## config.mk

```make
export PLATFORM = sky130hd
export DESIGN_NAME = eccMemTop
export DESIGN_NICKNAME = d
export VERILOG_FILES = /design/src/eccPkg.sv /design/src/eccMemIf.sv /design/src/hsiaoEccEnc.sv /design/src/hsiaoEccDec.sv /design/src/eccMemArray.sv /design/src/eccMemCtrl.sv /design/src/eccErrLog.sv /design/src/eccMemTop.sv
export SDC_FILE = /design/constraint.sdc
export NUM_CORES = 2
export LEC_CHECK = 0
export BUFFER_PORTS_ARGS = -buffer_cell sky130_fd_sc_hd__buf_2
export CAP_MARGIN = 10
export CORE_MARGIN = 8
export CORE_UTILIZATION = 60
export DETAILED_ROUTE_END_ITERATION = 8
export PLACE_DENSITY = 0.77
export SETUP_SLACK_MARGIN = 0.2
export SKIP_LAST_GASP = 1
export SLEW_MARGIN = 10
export SYNTH_ARGS = -nofsm -noshare
export SYNTH_HDL_FRONTEND = slang
export SYNTH_HIERARCHICAL = 1
export SYNTH_SLANG_ARGS = --single-unit
```

## constraint.sdc

```tcl
create_clock -name clk -period 10.3 [get_ports clk]
set_input_delay 0 -clock clk [delete_from_list [all_inputs] [get_ports clk]]
set_output_delay 0 -clock clk [all_outputs]
set_load 0.1 [all_outputs]
```

## src/eccPkg.sv

```systemverilog
//////////////////////////////////////////////////
// Shared package for the ECC memory
// Code widths, vector typedefs and the Hsiao
// check matrix column function
//////////////////////////////////////////////////

package eccPkg;

  // Data word and check bit widths of the single code size
  localparam int unsigned DataWidth  = 32;
  localparam int unsigned ProtWidth  = 7;
  localparam int unsigned TotalWidth = DataWidth + ProtWidth;

  // Word addressing of the storage array
  localparam int unsigned AddrWidth = 6;
  localparam int unsigned Depth     = 2 ** AddrWidth;

  // Width of each event counter in the error log
  localparam int unsigned CountWidth = 16;

  // Number of ones in every data column of the matrix
  localparam int unsigned DataColWeight = 3;

  typedef logic [DataWidth-1:0]  dataT;
  typedef logic [ProtWidth-1:0]  protT;
  typedef logic [TotalWidth-1:0] codeT;
  typedef logic [AddrWidth-1:0]  addrT;
  typedef logic [CountWidth-1:0] countT;

  // Bit 0 flags a corrected single error, bit 1 an uncorrectable double error
  typedef logic [1:0] errT;

  // Column of the check matrix for codeword position p
  // Data columns take the weight-three values in ascending order and
  // check columns form an identity block, so every column has odd weight
  function automatic protT hsiaoColumn(input int unsigned p);
    int unsigned seen;
    protT col;
    seen = 0;
    col  = '0;
    if (p >= DataWidth) begin
      // Check bit k sits alone in its own column
      col[p - DataWidth] = 1'b1;
    end else begin
      // Walk all 7-bit values and keep the p-th one of weight three
      for (int v = 0; v < 2 ** ProtWidth; v++) begin
        if ($countones(v) == DataColWeight) begin
          if (seen == p) begin
            col = protT'(v);
          end
          seen++;
        end
      end
    end
    return col;
  endfunction

endpackage

```

## src/eccMemIf.sv

```systemverilog
//////////////////////////////////////////////////
// Request interface between the ECC controller
// and the codeword storage array
//////////////////////////////////////////////////

`timescale 1ns/100ps

interface eccMemIf;

  // Write port, the array captures wrWord on an edge with wrEn high
  logic          wrEn;
  eccPkg::addrT  wrAddr;
  eccPkg::codeT  wrWord;

  // Read port, rdWord is valid in the cycle after rdEn
  logic          rdEn;
  eccPkg::addrT  rdAddr;
  eccPkg::codeT  rdWord;

  // Controller side issues requests and takes the read word
  modport ctrl (
    output wrEn, wrAddr, wrWord, rdEn, rdAddr,
    input  rdWord
  );

  // Storage side serves the requests
  modport mem (
    input  wrEn, wrAddr, wrWord, rdEn, rdAddr,
    output rdWord
  );

endinterface

```

## src/hsiaoEccEnc.sv

```systemverilog
//////////////////////////////////////////////////
// Combinational Hsiao SECDED encoder
//////////////////////////////////////////////////

`timescale 1ns/100ps

module hsiaoEccEnc (
  input  eccPkg::dataT data,
  output eccPkg::codeT code
);

  // One masked column per data bit
  logic [eccPkg::DataWidth-1:0][eccPkg::ProtWidth-1:0] terms;
  eccPkg::protT check;

  for (genvar i = 0; i < eccPkg::DataWidth; i++) begin : genTerm
    // Column is fixed at elaboration
    localparam eccPkg::protT Col = eccPkg::hsiaoColumn(i);

    // A set data bit contributes its column to the check bits
    assign terms[i] = {eccPkg::ProtWidth{data[i]}} & Col;
  end

  // Check bit k is the parity of all data bits whose column has bit k set
  always_comb begin
    check = '0;
    for (int i = 0; i < eccPkg::DataWidth; i++) begin
      check ^= terms[i];
    end
  end

  // Check bits sit above the data in the stored word
  assign code = {check, data};

endmodule

```

## src/hsiaoEccDec.sv

```systemverilog
//////////////////////////////////////////////////
// Combinational Hsiao SECDED decoder
// Syndrome, single-bit correction, error class
//////////////////////////////////////////////////

`timescale 1ns/100ps

module hsiaoEccDec (
  input  eccPkg::codeT code,
  output eccPkg::dataT data,
  output eccPkg::protT syndrome,
  output eccPkg::errT  err
);

  // Column contribution of every codeword bit
  logic [eccPkg::TotalWidth-1:0][eccPkg::ProtWidth-1:0] terms;
  logic oddWeight;

  for (genvar i = 0; i < eccPkg::TotalWidth; i++) begin : genCol
    localparam eccPkg::protT Col = eccPkg::hsiaoColumn(i);

    assign terms[i] = {eccPkg::ProtWidth{code[i]}} & Col;

    // Data bits flip only when the syndrome points exactly at them
    if (i < eccPkg::DataWidth) begin : genFix
      assign data[i] = code[i] ^ (syndrome == Col);
    end
  end

  // Syndrome bit k is the parity over the codeword bits covered by row k
  always_comb begin
    syndrome = '0;
    for (int i = 0; i < eccPkg::TotalWidth; i++) begin
      syndrome ^= terms[i];
    end
  end

  // All columns have odd weight, so one flipped bit gives an odd syndrome
  assign oddWeight = ^syndrome;

  // Two flipped bits cancel to an even but nonzero syndrome
  // No data column matches in that case, so the raw data passes through
  assign err[0] = oddWeight;
  assign err[1] = ~oddWeight & (|syndrome);

endmodule

```

## src/eccMemArray.sv

```systemverilog
//////////////////////////////////////////////////
// Codeword storage array
// One write port and one registered read port
//////////////////////////////////////////////////

`timescale 1ns/100ps

module eccMemArray (
  input logic clk,
  eccMemIf.mem mem
);

  // Codeword storage, contents are undefined until written
  eccPkg::codeT storage [eccPkg::Depth];

  // Write and read share the edge
  // A read of the address being written returns the previous word
  always_ff @(posedge clk) begin
    if (mem.wrEn) begin
      storage[mem.wrAddr] <= mem.wrWord;
    end
    if (mem.rdEn) begin
      mem.rdWord <= storage[mem.rdAddr];
    end
  end

endmodule

```

## src/eccMemCtrl.sv

```systemverilog
//////////////////////////////////////////////////
// ECC memory controller
// Write encode with fault injection, pipelined
// read decode and scrub write-back
//////////////////////////////////////////////////

`timescale 1ns/100ps

module eccMemCtrl (
  input  logic         clk,
  input  logic         arstN,
  input  logic         wrStb,
  input  eccPkg::addrT wrAddr,
  input  eccPkg::dataT wrData,
  input  logic         injEn,
  input  eccPkg::codeT injMask,
  input  logic         rdStb,
  input  eccPkg::addrT rdAddr,
  output logic         rdValid,
  output eccPkg::dataT rdData,
  output logic         errCorrected,
  output logic         errUncorrectable,
  output eccPkg::protT rdSyndrome,
  output eccPkg::addrT rdAddrOut,
  eccMemIf.ctrl        bus
);

  eccPkg::codeT userCode;
  eccPkg::codeT userWord;
  eccPkg::codeT scrubCode;
  eccPkg::dataT decData;
  eccPkg::protT decSyn;
  eccPkg::errT  decErr;
  logic         scrubReq;

  // Second read stage, lines up with the word coming out of the array
  logic         pendValid;
  eccPkg::addrT pendAddr;

  // User write path
  hsiaoEccEnc uEncUser (
    .data (wrData),
    .code (userCode)
  );

  // The injection mask flips stored bits of this write only
  assign userWord = userCode ^ (injMask & {eccPkg::TotalWidth{injEn}});

  // Scrub path re-encodes the corrected word sitting on the outputs
  hsiaoEccEnc uEncScrub (
    .data (rdData),
    .code (scrubCode)
  );

  // Decode of the word the array returned
  hsiaoEccDec uDec (
    .code     (bus.rdWord),
    .data     (decData),
    .syndrome (decSyn),
    .err      (decErr)
  );

  // A corrected read asks for write-back while its result is on the outputs
  assign scrubReq = rdValid & errCorrected;

  // Control state of both ports and the read pipeline
  always_ff @(posedge clk or negedge arstN) begin
    if (!arstN) begin
      bus.wrEn         <= 1'b0;
      bus.rdEn         <= 1'b0;
      pendValid        <= 1'b0;
      rdValid          <= 1'b0;
      errCorrected     <= 1'b0;
      errUncorrectable <= 1'b0;
    end else begin
      // User write and scrub share the single write port
      bus.wrEn         <= wrStb | scrubReq;
      // First stage, the array reads on the following edge
      bus.rdEn         <= rdStb;
      pendValid        <= bus.rdEn;
      // Second stage, the decode result lands on the outputs
      rdValid          <= pendValid;
      errCorrected     <= pendValid & decErr[0];
      errUncorrectable <= pendValid & decErr[1];
    end
  end

  // Address and data payload, qualified by the enables above
  always_ff @(posedge clk) begin
    // A user write wins the port and the pending scrub is dropped
    if (wrStb) begin
      bus.wrAddr <= wrAddr;
      bus.wrWord <= userWord;
    end else begin
      bus.wrAddr <= rdAddrOut;
      bus.wrWord <= scrubCode;
    end
    bus.rdAddr <= rdAddr;
    pendAddr   <= bus.rdAddr;
    // Read results for the outputs, the log and the scrub path
    rdData     <= decData;
    rdSyndrome <= decSyn;
    rdAddrOut  <= pendAddr;
  end

endmodule

```

## src/eccErrLog.sv

```systemverilog
//////////////////////////////////////////////////
// Error log with saturating event counters and
// last-error address and syndrome capture
//////////////////////////////////////////////////

`timescale 1ns/100ps

module eccErrLog (
  input  logic          clk,
  input  logic          arstN,
  input  logic          rdValid,
  input  logic          errCorrected,
  input  logic          errUncorrectable,
  input  eccPkg::protT  rdSyndrome,
  input  eccPkg::addrT  rdAddrOut,
  input  logic          clrStb,
  output eccPkg::countT corrCount,
  output eccPkg::countT uncorrCount,
  output eccPkg::addrT  lastErrAddr,
  output eccPkg::protT  lastSyndrome
);

  logic anyErr;

  // Flags only carry meaning together with rdValid
  assign anyErr = rdValid & (errCorrected | errUncorrectable);

  // Events come from the registered read outputs
  // so the log moves one edge after rdValid rises
  always_ff @(posedge clk or negedge arstN) begin
    if (!arstN) begin
      corrCount    <= '0;
      uncorrCount  <= '0;
      lastErrAddr  <= '0;
      lastSyndrome <= '0;
    end else if (clrStb) begin
      // Clear has priority over an event on the same edge
      corrCount    <= '0;
      uncorrCount  <= '0;
      lastErrAddr  <= '0;
      lastSyndrome <= '0;
    end else begin
      // Counters stop at all ones instead of wrapping
      if (rdValid && errCorrected && (corrCount != '1)) begin
        corrCount <= corrCount + 1'b1;
      end
      if (rdValid && errUncorrectable && (uncorrCount != '1)) begin
        uncorrCount <= uncorrCount + 1'b1;
      end
      // Keep the location and syndrome of the most recent fault
      if (anyErr) begin
        lastErrAddr  <= rdAddrOut;
        lastSyndrome <= rdSyndrome;
      end
    end
  end

endmodule

```

## src/eccMemTop.sv

```systemverilog
//////////////////////////////////////////////////
// ECC protected memory top level
// Controller, storage array and error log
//////////////////////////////////////////////////

`timescale 1ns/100ps

module eccMemTop (
  input  logic          clk,
  input  logic          arstN,
  input  logic          wrStb,
  input  eccPkg::addrT  wrAddr,
  input  eccPkg::dataT  wrData,
  input  logic          injEn,
  input  eccPkg::codeT  injMask,
  input  logic          rdStb,
  input  eccPkg::addrT  rdAddr,
  input  logic          clrStb,
  output logic          rdValid,
  output eccPkg::dataT  rdData,
  output logic          errCorrected,
  output logic          errUncorrectable,
  output eccPkg::countT corrCount,
  output eccPkg::countT uncorrCount,
  output eccPkg::addrT  lastErrAddr,
  output eccPkg::protT  lastSyndrome
);

  // Syndrome and address of the read on the outputs, for the log
  eccPkg::protT rdSyndrome;
  eccPkg::addrT rdAddrOut;

  // Request bus between the controller and the array
  eccMemIf memBus ();

  eccMemCtrl uCtrl (
    .clk              (clk),
    .arstN            (arstN),
    .wrStb            (wrStb),
    .wrAddr           (wrAddr),
    .wrData           (wrData),
    .injEn            (injEn),
    .injMask          (injMask),
    .rdStb            (rdStb),
    .rdAddr           (rdAddr),
    .rdValid          (rdValid),
    .rdData           (rdData),
    .errCorrected     (errCorrected),
    .errUncorrectable (errUncorrectable),
    .rdSyndrome       (rdSyndrome),
    .rdAddrOut        (rdAddrOut),
    .bus              (memBus)
  );

  eccMemArray uArray (
    .clk (clk),
    .mem (memBus)
  );

  eccErrLog uLog (
    .clk              (clk),
    .arstN            (arstN),
    .rdValid          (rdValid),
    .errCorrected     (errCorrected),
    .errUncorrectable (errUncorrectable),
    .rdSyndrome       (rdSyndrome),
    .rdAddrOut        (rdAddrOut),
    .clrStb           (clrStb),
    .corrCount        (corrCount),
    .uncorrCount      (uncorrCount),
    .lastErrAddr      (lastErrAddr),
    .lastSyndrome     (lastSyndrome)
  );

endmodule

```

# Word level (Yosys, flattened, before mapping)
# Memory sizes are Yosys's and may differ from the RTL's. A register that Yosys moved wholly into a read port is not among the register bits.
# Cells that the tools add are included.
# word_totals
ff_bits,153
mem_bits_rw,2496
in_bits,89
elab_cells,217
n_memories,1
# memory_table
memory,words,word_bits,read_ports,rd_ports_with_merged_regs,wr,line_no,text
uArray.storage,64,39,1,1,1,eccMemArray.sv:14,eccPkg::codeT storage [eccPkg::Depth];
# op_classes
addsub,2
n_eq_ne,34
mux,12
n_bitwise,142
reduce_logical,9
# ops
cell,n
$xor 7x7->7,37
$xor 7x6->7,31
$xor 7x5->7,19
$eq 7x7->1 const B,12
$eq 7x6->1 const B,10
$mux 16,4
$eq 7x5->1 const B,6
$xor 7x4->7,6
$and 39x39->39,1
$mux 39,1
$xor 39x39->39,1
$add 16x1->16 const B,2
$ne 16x16->1 const B,2
$xor 1x1->1,32
$eq 7x4->1 const B,3
$mux 6,3
$mux 7,2
$xor 3x4->4,3
$eq 7x3->1 const B,1
$reduce_or 7->1,1
$reduce_xor 7->1,1
$xor 7x1->7,1
$xor 7x2->7,1
$xor 7x3->7,1
other kinds (7),18

# Depth between registers and ports, before layout
# logic_depth
depth_word,42
depth_mapped,10
mapped_depth_nobuf,10

# By module
# The synthesis kept the hierarchy.
# modules_own_cells
mod,instances,cells_each,area_each_um2,seq_area_each_um2
eccMemArray,1,4059,95743.1,76123.0
eccMemCtrl,1,291,3518.4,2192.1
eccErrLog,1,257,2353.5,1126.1
hsiaoEccEnc,2,85,934.6,0.0
hsiaoEccDec,1,165,1584.0,0.0

# Worst setup path after synthesis
# OpenSTA, ideal clock, no wires.
# synth_timing
path_type,register to register
startpoint,register uCtrl.bus.wrAddr[3]
endpoint,memory uArray/storage[48][0] (netlist bit) (enable)
setup_time_ns,0.484
arrival_ns,3.448
slack_ns,6.368
stages_incl_launch_ff,5
path_buffers,1
synth_period_minus_slack_ns,3.932
cell_sequence,dfxtp_1 > clkbuf_1 > nor2b_1 > nand4b_1 > nor3_1
# synth_lines
item,line_no,text
from (decl),eccMemIf.sv:22,"output wrEn, wrAddr, wrWord, rdEn, rdAddr,"
to (decl),eccMemArray.sv:14,
# No word-level cell before the write port.

==> out/metrics.yaml <==
avgSynthCellArea_um2: 21.3
fin_setup_tns_ns: 0
drc: 0
min_to: "uCtrl/bus.wrWord[15]"
ys_ff_latch: 2688
die_y_um: 434
max_freq_mhz: 201
hold_path.class: "input port to register"
post_cts_buffers: 0
row_count: 153
clk_pin_slew_ns: 0.07
areaGrowthSynthToFinish_pct: 12.5
r2r_end: "uArray/mem.rdWord[10]"
hold_buffers: 169
rsz0062_at_grt: "false"
power_switching_mw: 6.75
grt_pass1_vias: 55300
synth_top_area_share_pct: 72.5
die_w_um: 434
cts_sinks: 2688
initial_core_util_pct: 60.4
yosysMostFrequentCell: "edfxtp_1"
io_buffers: 168
crit_fanout: 100
pwr_density_cell_nw_per_um2: 217
layout-drive-gt1-share_pct: 27.2
worstPathCellList: "buf_12 -> buf_4 -> mux4_2 -> o22ai_1 -> nor4_1 -> o21a_1"
netSwitchingFraction_pct: 26.3
pwr-share-comb_pct: 14.5
drt-wirelength-per-cell_um: 37.1
synthTopCellsByArea: "edfxtp_1 (72%), mux4_2 (13%), dfxtp_1 (1.9%), dfrtp_1 (1.2%), xnor2_1 (1.1%)"
async_reset_ff_share_pct: 1.90
final_util_pct: 67.9
postCtsResizedCells: 0
holdPathStages: 4
routed-via-count: 56100
p_seq_share_pct: 51.0
numCtsBuffers: 241
multi_input_area_um2: 24100
cp_data_required_time_ns: 10.94
clockBufferDepth: 3
synth_top_cell_by_area: "edfxtp_1"
syn_inst: 4942
ys_top_cells_by_count: "edfxtp_1 (2535), mux4_2 (614), nor2_1 (161)"
clkPwrFrac_pct: 34.6
dp_hpwl_um: 154000
crit_path_top_delay_cell: "o22ai_1"
ys.flop_type: "edfxtp_1"
fillCellCount: 10100
yosysWarnings: 6
maxSlewHeadroom_pct: 12.9
final_cell_count_no_fill: 7901
maxCapViolations: 0
routed_via_density: 7.10
ys_seq_area_share_pct: 75.6
cts_tree: "built"
intPower_mw: 18.9
critPathCaptureType: "register"
gp_congestion: 0.936
antenna_found_initial: 13
cts_root_buf: "clkbuf_16"
ir_worst_vdd_mv: 0.188
crit_path_start_kind: "register"
netlist_area_um2: 105000
finalCritPeriodShare_pct: 48.4
slew_viol_final: 0
drt_wl_total_um: 293000
seqCellArea_um2: 79500
placed_area_um2: 109000
tightest_slew_ns: 1.30
core_um2: 174000
fin_area_um2: 118000
reg2reg_setup_slack_ns: 5.32
htreeDepth: 4
p_leak_nw: 37.7
clock_latency_ns: 0.91
grt_max_degree: 129
setup-violations-final: 0
antenna_left: 0
worst_ep_arrival_time_ns: 5.62
skew_ns: 0.0703
grt_pass1_wl_um: 407000
synth_edf_count: 2535
drt-pass1-iter-count: 7
final-hold-violation-count: 0
synth_cell_types: 75
status: "finished clean"
fin_nets: 5457
drt_first_iter_violations: 9223
dp_cells: 7272
r2r_cells: 6
grt_overflow: 0
die_area_um2: 189000
final.min_clock_period_ns: 4.98
syn_nets: 5039
worst_path_largest_cell_delay_ns: 0.99
io_pins: 169
worstHoldStart: "wrData[15]"
r2r-start: "uCtrl/bus.rdAddr[0]"
grt.total_usage_pct: 30.6
crit_type: "register to register"
[layout make-up]
cell class              instances  area share [%]
well taps                    2325            2.46
inverters                      11          0.0455
flip-flops and latches       2688            67.3
multi-input cells            1924            20.4
repair buffers                494            3.20
diodes                          6          0.0127
clock inverters               131            1.04
clock buffers                 322            5.56
[layer usage]
metal / up-vias / wire (um) / global-route usage [%]
li1: 21400 / - / -
met1: 28800 / 97500 / 40.3
met2: 5118 / 135000 / 47.1
met3: 782 / 44400 / 9.86
met4: 10 / 16000 / 14.2
met5: - / 57 / 0
[kinds of logic after synthesis]
kind of cell,after synthesis,synth area share (%)
flip-flops,2688,75.6
multiplexers,713,14.2
AND/OR/NAND/NOR,515,2.52
AO/OA/AOI/OAI,470,3.15
buffers and inverters,330,1.94
XOR/XNOR,218,2.54
adder cells (fa/ha/maj),8,0.0953
[flip-flops by register name (all words and copies together), names as in the netlist]
register	count
uLog/uncorrCount	16
uCtrl/bus.rdAddr	6
uCtrl/rdData	32
uCtrl/pendValid	1
uArray/mem.rdWord	39
uCtrl/errCorrected	1
uArray/storage	2496
uCtrl/bus.rdEn	1
uCtrl/rdAddrOut	6
uCtrl/rdSyndrome	7
uCtrl/errUncorrectable	1
uCtrl/pendAddr	6
uCtrl/bus.wrAddr	6
uCtrl/rdValid	1
uCtrl/bus.wrEn	1
uLog/lastErrAddr	6
uCtrl/bus.wrWord	39
uLog/lastSyndrome	7
uLog/corrCount	16
[through the flow]
step                worst slack, ns  hold slack (ns)  power, mW
global placement               5.55            0.102       16.6
floorplan                      6.37           -0.296       15.6
global route                   5.09            0.103       26.2
CTS                            5.53          0.00734       25.6
detailed placement             5.58            0.104       16.7
finish                         5.32           0.0964       25.6
[power by group through the flow]
stage               clock network [mW]  registers, mW  logic (mW)
floorplan                            0           13.7        1.87
CTS                               8.91           13.0        3.62
finish                            8.86           13.1        3.71
global route                      9.29           13.1        3.81
detailed placement                   0           13.3        3.47
global placement                     0           13.3        3.38
[how the worst max path moves through the flow]
stage	from	endpoint	slack [ns]	cells past startpoint
detailed placement	uCtrl/bus.rdAddr[0]	uArray/mem.rdWord[10]	5.58	6
floorplan	uCtrl/bus.wrAddr[3]	uArray/storage[48][0]	6.37	4
CTS	uCtrl/bus.rdAddr[0]	uArray/mem.rdWord[10]	5.53	6
global placement	uCtrl/bus.rdAddr[0]	uArray/mem.rdWord[10]	5.55	6
global route	uCtrl/bus.rdAddr[0]	uArray/mem.rdWord[10]	5.09	6
finish	uCtrl/bus.rdAddr[0]	uArray/mem.rdWord[10]	5.32	6
[critical path: cells and delay by family, from the launching register on]
family / cells / cell delay, ns
compound gates: 2 / 1.30
flops: 1 / 0.70
buf+inv: 2 / 1.32
mux: 1 / 0.59
simple gates: 1 / 0.42
[cell usage in the layout (no fill, tap or decap), drive strengths merged, types with 43 or more instances in the layout]
| master | count |
|---|---|
| mux2i | 56 |
| clkbuf | 323 |
| dlygate4sd3 | 169 |
| clkinv | 102 |
| buf | 324 |
| mux4 | 614 |
| dfxtp | 102 |
| mux2 | 43 |
| nor2 | 162 |
| o22ai | 159 |
| nand2 | 86 |
| nand3 | 66 |
| xnor3 | 43 |
| xnor2 | 136 |
| edfxtp | 2535 |
| dfrtp | 51 |
Note: power is estimated with default switching activity, not from simulation.
